--- src/verilog/core_settings.svh ---
`default_nettype none

`ifndef CORE_SETTINGS_SVH
`define CORE_SETTINGS_SVH

// ********************************************************************
// core dimensions.
// ********************************************************************

// data and address width.
`define XLEN 32

// pc loaded at reset and on start.
`define RESET_PC 32'h80000000

// instruction and data memory depths in words.
`define IMEM_WORDS 256
`define DMEM_WORDS 256

`endif

`default_nettype wire
--- src/verilog/isaPkg.sv ---
`default_nettype none

package isaPkg;

  // ********************************************************************
  // rv32i major opcodes.
  // ********************************************************************
  typedef enum logic [6:0] {
    opcLui    = 7'b0110111,
    opcAuipc  = 7'b0010111,
    opcJal    = 7'b1101111,
    opcJalr   = 7'b1100111,
    opcBranch = 7'b1100011,
    opcLoad   = 7'b0000011,
    opcStore  = 7'b0100011,
    opcOpImm  = 7'b0010011,
    opcOp     = 7'b0110011,
    opcSystem = 7'b1110011
  } opcodeT;

  // alu operations where compares return 1 or 0.
  typedef enum logic [3:0] {
    aluAdd   = 4'd0,
    aluSub   = 4'd1,
    aluSll   = 4'd2,
    aluSlt   = 4'd3,
    aluSltu  = 4'd4,
    aluXor   = 4'd5,
    aluSrl   = 4'd6,
    aluSra   = 4'd7,
    aluOr    = 4'd8,
    aluAnd   = 4'd9,
    aluEq    = 4'd10,
    aluNe    = 4'd11,
    aluGe    = 4'd12,
    aluGeu   = 4'd13,
    aluCopyB = 4'd14
  } aluOpT;

  // access width with the same encoding as funct3 of loads and stores.
  typedef enum logic [2:0] {
    memByte  = 3'b000,
    memHalf  = 3'b001,
    memWord  = 3'b010,
    memByteU = 3'b100,
    memHalfU = 3'b101
  } memOpT;

  // the only system instruction kept.
  localparam logic [31:0] EbreakInstr = 32'h00100073;

endpackage

`default_nettype wire

--- src/verilog/corePkg.sv ---
`include "core_settings.svh"

`default_nettype none

package corePkg;

  import isaPkg::*;

  typedef enum logic [1:0] {aSelRs1, aSelPc, aSelZero} aSelT;
  typedef enum logic [1:0] {bSelRs2, bSelImm, bSelFour} bSelT;
  typedef enum logic {pcBasePc, pcBaseRs1} pcBaseT;
  typedef enum logic {pcOffFour, pcOffImm} pcOffT;

  // decoded control bundle for one instruction.
  typedef struct packed {
    aluOpT  aluOp;
    aSelT   aSel;
    bSelT   bSel;
    pcBaseT pcBase;
    pcOffT  pcOff;
    logic   isBranch;
    logic   memRead;
    logic   memWrite;
    memOpT  memOp;
    logic   regWrite;
    logic   halt;
    logic   illegal;
  } ctrlT;

  // alu result doubles as the data memory address.
  typedef struct packed {
    logic [`XLEN-1:0] aluOut;
    logic [`XLEN-1:0] storeData;
  } execResultT;

endpackage

`default_nettype wire

--- src/verilog/decoder.sv ---
`timescale 1ns/10ps
`include "core_settings.svh"

`default_nettype none

module decoder
  import isaPkg::*, corePkg::*;
(
  input  wire logic [31:0]      instr,
  output      ctrlT             ctrl,
  output      logic [`XLEN-1:0] imm
);

  logic [2:0] funct3;
  logic       funct7Alt;

  assign funct3    = instr[14:12];
  assign funct7Alt = instr[30];

  // funct3 to alu op for op and op-imm.
  function automatic aluOpT aluFromFunct(input logic [2:0] f3, input logic alt);
    case (f3)
      3'b000:  return alt ? aluSub : aluAdd;
      3'b001:  return aluSll;
      3'b010:  return aluSlt;
      3'b011:  return aluSltu;
      3'b100:  return aluXor;
      3'b101:  return alt ? aluSra : aluSrl;
      3'b110:  return aluOr;
      default: return aluAnd;
    endcase
  endfunction

  always_comb begin
    ctrl = '{aluOp: aluAdd, aSel: aSelRs1, bSel: bSelImm, pcBase: pcBasePc,
             pcOff: pcOffFour, memOp: memWord, default: 1'b0};
    imm  = {{20{instr[31]}}, instr[31:20]};

    case (instr[6:0])
      opcLui: begin
        ctrl.aSel     = aSelZero;
        ctrl.aluOp    = aluCopyB;
        ctrl.regWrite = 1'b1;
        imm           = {instr[31:12], 12'b0};
      end
      opcAuipc: begin
        ctrl.aSel     = aSelPc;
        ctrl.regWrite = 1'b1;
        imm           = {instr[31:12], 12'b0};
      end
      // jumps link pc+4 through the alu.
      opcJal: begin
        ctrl.aSel     = aSelPc;
        ctrl.bSel     = bSelFour;
        ctrl.pcOff    = pcOffImm;
        ctrl.regWrite = 1'b1;
        imm = {{11{instr[31]}}, instr[31], instr[19:12], instr[20], instr[30:21], 1'b0};
      end
      opcJalr: begin
        ctrl.aSel     = aSelPc;
        ctrl.bSel     = bSelFour;
        ctrl.pcBase   = pcBaseRs1;
        ctrl.pcOff    = pcOffImm;
        ctrl.regWrite = 1'b1;
      end
      opcBranch: begin
        ctrl.bSel     = bSelRs2;
        ctrl.isBranch = 1'b1;
        imm = {{19{instr[31]}}, instr[31], instr[7], instr[30:25], instr[11:8], 1'b0};
        case (funct3)
          3'b000:  ctrl.aluOp = aluEq;
          3'b001:  ctrl.aluOp = aluNe;
          3'b100:  ctrl.aluOp = aluSlt;
          3'b101:  ctrl.aluOp = aluGe;
          3'b110:  ctrl.aluOp = aluSltu;
          3'b111:  ctrl.aluOp = aluGeu;
          default: begin
            ctrl.isBranch = 1'b0;
            ctrl.illegal  = 1'b1;
          end
        endcase
      end
      opcLoad: begin
        ctrl.memRead  = 1'b1;
        ctrl.memOp    = memOpT'(funct3);
        ctrl.regWrite = 1'b1;
      end
      opcStore: begin
        ctrl.memWrite = 1'b1;
        ctrl.memOp    = memOpT'(funct3);
        imm           = {{20{instr[31]}}, instr[31:25], instr[11:7]};
      end
      // bit 30 is part of the immediate except for srai.
      opcOpImm: begin
        ctrl.aluOp    = aluFromFunct(funct3, funct7Alt && (funct3 == 3'b101));
        ctrl.regWrite = 1'b1;
      end
      opcOp: begin
        ctrl.bSel     = bSelRs2;
        ctrl.aluOp    = aluFromFunct(funct3, funct7Alt);
        ctrl.regWrite = 1'b1;
      end
      opcSystem: begin
        if (instr == EbreakInstr) ctrl.halt = 1'b1;
        else ctrl.illegal = 1'b1;
      end
      default: ctrl.illegal = 1'b1;
    endcase
  end

endmodule

`default_nettype wire

--- config.mk ---
export PLATFORM = sky130hd
export DESIGN_NAME = decoder
export DESIGN_NICKNAME = d
export VERILOG_FILES = /design/src/verilog/isaPkg.sv /design/src/verilog/corePkg.sv /design/src/verilog/decoder.sv
export VERILOG_INCLUDE_DIRS = /design/src /design/src/verilog
export SDC_FILE = /design/constraint.sdc
export NUM_CORES = 1
export LEC_CHECK = 0
export ABC_AREA = 1
export BUFFER_PORTS_ARGS = -buffer_cell sky130_fd_sc_hd__buf_2
export CORE_MARGIN = 8
export CORE_UTILIZATION = 40
export DETAILED_ROUTE_END_ITERATION = 8
export PLACE_DENSITY = 0.95
export SLEW_MARGIN = 30
export SYNTH_ARGS = -nofsm -noshare
export SYNTH_HDL_FRONTEND = slang
export SYNTH_SLANG_ARGS = --single-unit
--- constraint.sdc ---
create_clock -name vclk -period 2.7
set_clock_uncertainty 0.1 [all_clocks]
set_input_delay 0.27 -clock vclk [all_inputs]
set_output_delay 0.27 -clock vclk [all_outputs]
set_load 0.01 [all_outputs]
======== After elaboration in Yosys (flattened, before gate mapping) ========
Cells that the tools add are included.
cells by class
  equality and inequality tests ........... 18
  muxes and demuxes ....................... 24
  reduce and logical (&&, ||, !) cells .... 10
operator list
  operator                                                           number
  31-bit case mux with 4 select lines                                1
  4-bit case mux with 7 select lines                                 2
  32-bit by 21-bit == test with 1-bit output, second input constant  1
  7-bit == test, second input constant                               4
  4-bit case mux with 6 select lines                                 1
  7-bit by 6-bit == test with 1-bit output, second input constant    3
  4-bit case mux with 4 select lines                                 1
  1-bit two-way mux                                                  15
  7-bit by 5-bit == test with 1-bit output, second input constant    2
  3-bit == test, second input constant                               4
  2-bit case mux with 2 select lines                                 2
  2-bit OR reduction                                                 4
  8-bit OR reduction                                                 1
  7-bit by 2-bit == test with 1-bit output, second input constant    1
  7-bit OR reduction                                                 1
  3-bit by 2-bit == test with 1-bit output, second input constant    2
  6-bit OR reduction                                                 1
  3-bit by 1-bit == test with 1-bit output, second input constant    1
  3-bit zero test                                                    1
  3-bit two-way mux                                                  1
  1-bit case mux with 3 select lines                                 1
  3-bit OR reduction                                                 1
  1-bit logical AND                                                  1
storage, ports and cells
  flip-flop bits (word level) ............. 0
  bits of input ports ..................... 32
  logic and storage cells ................. 52

======== Depth between registers and ports, before layout ========
Gate-level depths: netlist (run 1).
  word-level depth ........................ 5
  depth in mapped cells ................... 9

======== Least setup slack after synthesis (run 1) ========
OpenSTA, ideal clock, no wires.
  path kind ............................... input to output
  from .................................... in instr[1]
  to ...................................... out imm[0]
  path buffers ............................ 0
  stages on the path ...................... 6
  required time ........................... 2.330 ns
  setup slack ............................. 1.129 ns
  data arrival time ....................... 1.201 ns
  cell sequence ........................... nand2_1 > inv_2 > nand2_1 > nor4_1 > nand2_1 > nand2_1
between the ends
  word-level cells in the longest chain between the ends .. 3
RTL lines
  what                                                                                                  RTL line       RTL
  start: declaration                                                                                    decoder.sv:9   input wire logic [31:0] instr,
  7-bit by 5-bit == test with 1-bit output or 7-bit by 6-bit == test with 1-bit output (tied branches)  decoder.sv:39  case (instr[6:0])
  2-bit OR reduction (no source line)                                                                   -
  31-bit case mux with 4 select lines *                                                                 decoder.sv:39
  end: declaration                                                                                      decoder.sv:11  output logic [`XLEN-1:0] imm
Every way passes the cells marked *; elsewhere a longest branch is shown, timed or not.

======== Worst setup path after layout (run 1) ========
  from .................................... in instr[1]
  to ...................................... out imm[12]
Same word-level chain as after synthesis.

==> metrics.txt, run 1 <==
layout cells sized above 1 0.404; post_cts resized 0; Worst Setup Slack, final 783 ps; Leak 0.831 nW; Max-Cap Viols 0; WP data required 2330 ps; critical-path maximum fanout 13; core box area 0.00198 mm2; mux cell area share after synthesis 0; die area 0.00387 mm2; effective utilization at floorplan 0.431; most area-consuming cells after synthesis nand2_1 23%, nand3_1 20%, nor2_1 13%; Synth top area share 0.228; Seq/Total Area, Yosys 0; Synth Area in Compound Gates 0.143; CP Class input pin to output pin; global-route wire length before repair 5.71 mm; Worst Hold Class input pin to output pin; Post-DP HPWL 3.05 mm; Avg Vias per Cell 4.89; largest family of logic cells by synthesized area simple AND/OR/NAND/NOR gates; pin count of the biggest net entering global routing 14; Die H 62.2 um; Yosys warnings 0; P per Cell Area 123 mW/mm2; dpl cells 292; vias in the first global route 1296; CTS Hold Bufs 0; Worst Setup Start Kind input pin; Distinct cells, synth 20; status complete, no violations; Max VDD drop 76.0 uV; final net count 299; CP Capture Type output pin; Fillers 207; final setup fails 0; slew margin rel. 0.728; PortBufs 83; dominant cell type by area after synthesis nand2_1; Post-Synth XOR/XNOR Area 0; post-synthesis cell area 855 um2; Post-DRT Antenna Nets 0; # clk buffers 0; initial DRC count 88; row count 16; Layout Cells excl Fill 292; Worst Tran Pin Value 404 ps; syn nets 217; Place WS 778 ps; post-CTS setup buffers 0; post-synthesis average cell area 4.62 um2; P&R area growth vs syn 49.8%; antenna cells 0; Final Critical Period 1920 ps; WL final 3.52 mm; I/O Pins 83; Setup Total Neg Slack 0 ps; Slew Limit Fails 0; GRT Resource Usage Total 0.163; Max Clk Rate 0.522 GHz; final sequential cell count 0; DR pass1 iterations 4; Post-Synth Adder-Cell Area 0; GRT overflow 0; routed len/inst 12.1 um; multi-input logic area 702 um2; gpl congestion 0.880; Seq. cell area 0 um2; RSZ-0062 raised after global routing no; WP data arrival 1550 ps; total number of vias 1429; initial antenna violation count 0; Syn Inst Count 185; final period utilization 0.710; Hold Vio Cnt, Final 0; Post-Synth Simple-Gate Area 0.678; die width 62.2 um; Remaining DRCs 0
final timing paths:
path / startpoint / endpoint / slack, ps / depth (start not counted)
setup / recovery: instr[1] / imm[12] / 780 / 10
hold / removal: instr[31] / imm[31] / 720 / 2
layer usage:
layer  GRT usage  vias up  part of all wire
met5           0        -                 0
met4      0.0262        0            0.0099
met3      0.0394        4             0.079
met2       0.299       68              0.49
met1       0.186      604              0.42
li1            -      753                 -
report_power, final:
part	switching (mW)	internal [mW]
clock	0	0
sequential	0	0
combinational	0.0971	0.0604
placed cells by master, fill, tap and decap left out:
master,Yosys,layout
buf_2,1,83
buf_4,2,1
clkinv_2,1,1
inv_1,24,24
inv_2,7,7
nand2_1,52,52
nand2_2,4,4
nand3_1,34,34
nand4_1,3,3
nor2_1,30,30
nor2_2,2,2
nor2_4,3,3
nor3_1,1,1
nor4_1,1,1
o211ai_1,1,1
o21ai_0,5,5
o21ai_1,6,6
o21ai_2,6,6
o21bai_1,1,1
worst max-delay path, stage by stage:
cell	delay [ps]
buf_2	90
nand2_1	110
inv_2	50
nand3_1	70
buf_4	180
nand2_2	100
inv_2	220
nand2_2	200
o21ai_2	100
buf_2	140
area by class of cell:
class	count	share of cell area
inverter	32	0.0948
timing repair buffer	84	0.330
multi-input combinational	149	0.548
tap	27	0.0264
through the flow:
stage	utilization	cell area [um2]	hold slack, ps	power (mW)
final	0.646	1280	724	0.157
after floorplan	-	855	498	0.0828
after global routing	0.646	1280	727	0.175
after global placement	0.646	1280	716	0.155
after CTS	0.646	1280	722	0.158
after detailed placement	0.646	1280	722	0.157
synthesized netlist by cell type:
cell      instances
buf_4             2
nor2_2            2
nor2_4            3
buf_2             1
buf_6             1
o21ai_1           6
nand2_1          52
nand2_2           4
inv_1            24
nor3_1            1
inv_2             7
o211ai_1          1
nor2_1           30
nand3_1          34
clkinv_2          1
o21ai_0           5
o21ai_2           6
o21bai_1          1
nor4_1            1
nand4_1           3
cells by family (layout without fill, tap and decap cells):
family,count (synthesis),count (layout)
compound gates,19,19
buf+inv,36,116
simple gates,130,130
No activity file was read; power rests on OpenSTA's default activity.
==> inputs of run 2 (changes only) <==
ABC_AREA = 0   (was 1)
CORE_ASPECT_RATIO = 0.6   (was not set)
clock period = 2 ns   (was 2.7 ns; I/O delays follow)
==> run 2 against run 1 <==
  * Die area increased by 6.6%
  * Critical path type unchanged
  * Critical path depth decreased by 4
  * Highest routed layer unchanged
  * Final cell count decreased by 16%
  * Largest cell class unchanged
  * Setup slack got worse by 600 ps
==> metrics.txt, run 2 <==
status complete, no violations; Die H 53.1 um; dominant cell type by area after synthesis a21o_1; Yosys warnings 0; Synth top area share 0.0984; CP Capture Type output pin; Worst Hold Class input pin to output pin; post_cts resized 0; antenna cells 0; CTS Hold Bufs 0; Seq. cell area 0 um2; most frequent cells in the layout 83 x buf_2, 24 x nand2_1, 12 x a21o_1, 9 x nor2_1, 7 x nor2b_1; Seq/Total Area, Yosys 0; most area-consuming cells after synthesis a21o_1 9.8%, nand2_1 9.8%, buf_2 4.9%; CP Class input pin to output pin; Slew Limit Fails 0; CP Cell Sequence buf_2 -> nor2_1 -> and4_1 -> nand4_1 -> a211o_1 -> buf_2; DR pass1 iterations 4; Most common cell on crit path buf_2; post-synthesis average cell area 6.50 um2; WL final 3.70 mm; Final Critical Period 1810 ps; pin count of the biggest net entering global routing 18; WP data arrival 1510 ps; Distinct cells, synth 49; multi-input logic area 826 um2; gpl congestion 0.877; post-CTS setup buffers 0; WP data required 1700 ps; initial antenna violation count 0; PortBufs 83; row count 13; final net count 249; P&R area growth vs syn 43.7%; most common cell after layout, fill and taps aside buf_2; final period utilization 0.907; critical-path maximum fanout 15; slowest stage cell on the critical path a211o_1; RSZ-0062 raised after global routing no; # clk buffers 0; vias in the first global route 1230; initial DRC count 91; Hold Vio Cnt, Final 0; slew margin rel. 0.760; GRT Resource Usage Total 0.164; Max Clk Rate 0.551 GHz; worst stage delay on the critical path 320 ps; Worst Tran Pin Value 360 ps; total number of vias 1301; P per Cell Area 181 mW/mm2; Syn Inst Count 141; Max VDD drop 110 uV; syn nets 173; total power 0.238 mW; Setup Total Neg Slack 0 ps; final setup fails 0; post-synthesis cell area 916 um2; Post-DRT Antenna Nets 0; Fillers 205; effective utilization at floorplan 0.423; Max-Cap Viols 0; global-route wire length before repair 5.78 mm; Worst Setup Start Kind input pin; cell with the most instances after synthesis nand2_1; Avg Vias per Cell 5.31; I/O Pins 83; core box area 0.00216 mm2; Remaining DRCs 0; synth cell count leaders 24 x nand2_1, 12 x a21o_1, 9 x buf_2, 9 x nor2_1, 7 x nor2b_1; die area 0.00413 mm2; die width 77.8 um; GRT overflow 0; Post-DP HPWL 3.11 mm; Leak 0.739 nW; routed len/inst 15.1 um; final sequential cell count 0; layout cells sized above 1 0.447
[run 2: cell types whose count changed after synthesis, sizes merged, moves of 6 or more]
cell / delta
buf: +8
nand2: -32
o21ai: -9
nand3: -31
nor2: -25
nor2b: +7
a21o: +12
a21oi: +6
inv: -27
[run 2: final timing paths]
kind	startpoint	to	cells past startpoint	slack [ps]
max	instr[13]	ctrl[0]	6	190
min	instr[31]	imm[31]	2	530
[run 2: routing by layer]
layer | GRT usage | wire, um | vias to the layer above
met2 | 0.294 | 1720 | 67
met4 | 0.00621 | 8 | 0
met1 | 0.195 | 1550 | 565
met5 | 0 | 0 | -
met3 | 0.0574 | 415 | 2
li1 | - | - | 667
[run 2: critical path: cells and delay by family]
family          cells  cell delay, ps
buf+inv             2             310
compound gates      1             320
simple gates        3             680
[run 2: cells by family (layout without fill, tap and decap cells)]
logic type / after synthesis / after routing / share of synthesized area
AOI/OAI and AO/OA: 46 / 46 / 0.391
xor gates and xnor gates: 2 / 2 / 0.0191
and+or+nand+nor: 77 / 77 / 0.492
buffers and inverters: 16 / 90 / 0.0984
[run 2: where the power goes]
part	switching (mW)	internal [mW]	leakage [nW]	total (mW)
clock network	0	0	0	0
logic	0.136	0.102	0.739	0.238
registers	0	0	0	0
total	0.136	0.102	0.739	0.238
[run 2: layout make-up]
class | count | area share
Inverter | 4 | 0.0114
Multi-Input combinational cell | 125 | 0.627
Tap cell | 30 | 0.0285
Timing Repair Buffer | 86 | 0.333
[run 2: metrics by stage]
step	hold WS, ps	utilization	setup WS [ps]	cells	cell area [um2]
2_1_floorplan	392	-	570	141	916
3_3_place_gp	524	0.608	277	245	1320
3_5_place_dp	530	0.608	232	245	1320
4_1_cts	531	0.608	232	245	1320
5_1_grt	544	0.608	108	245	1320
6_report	527	0.608	185	245	1320
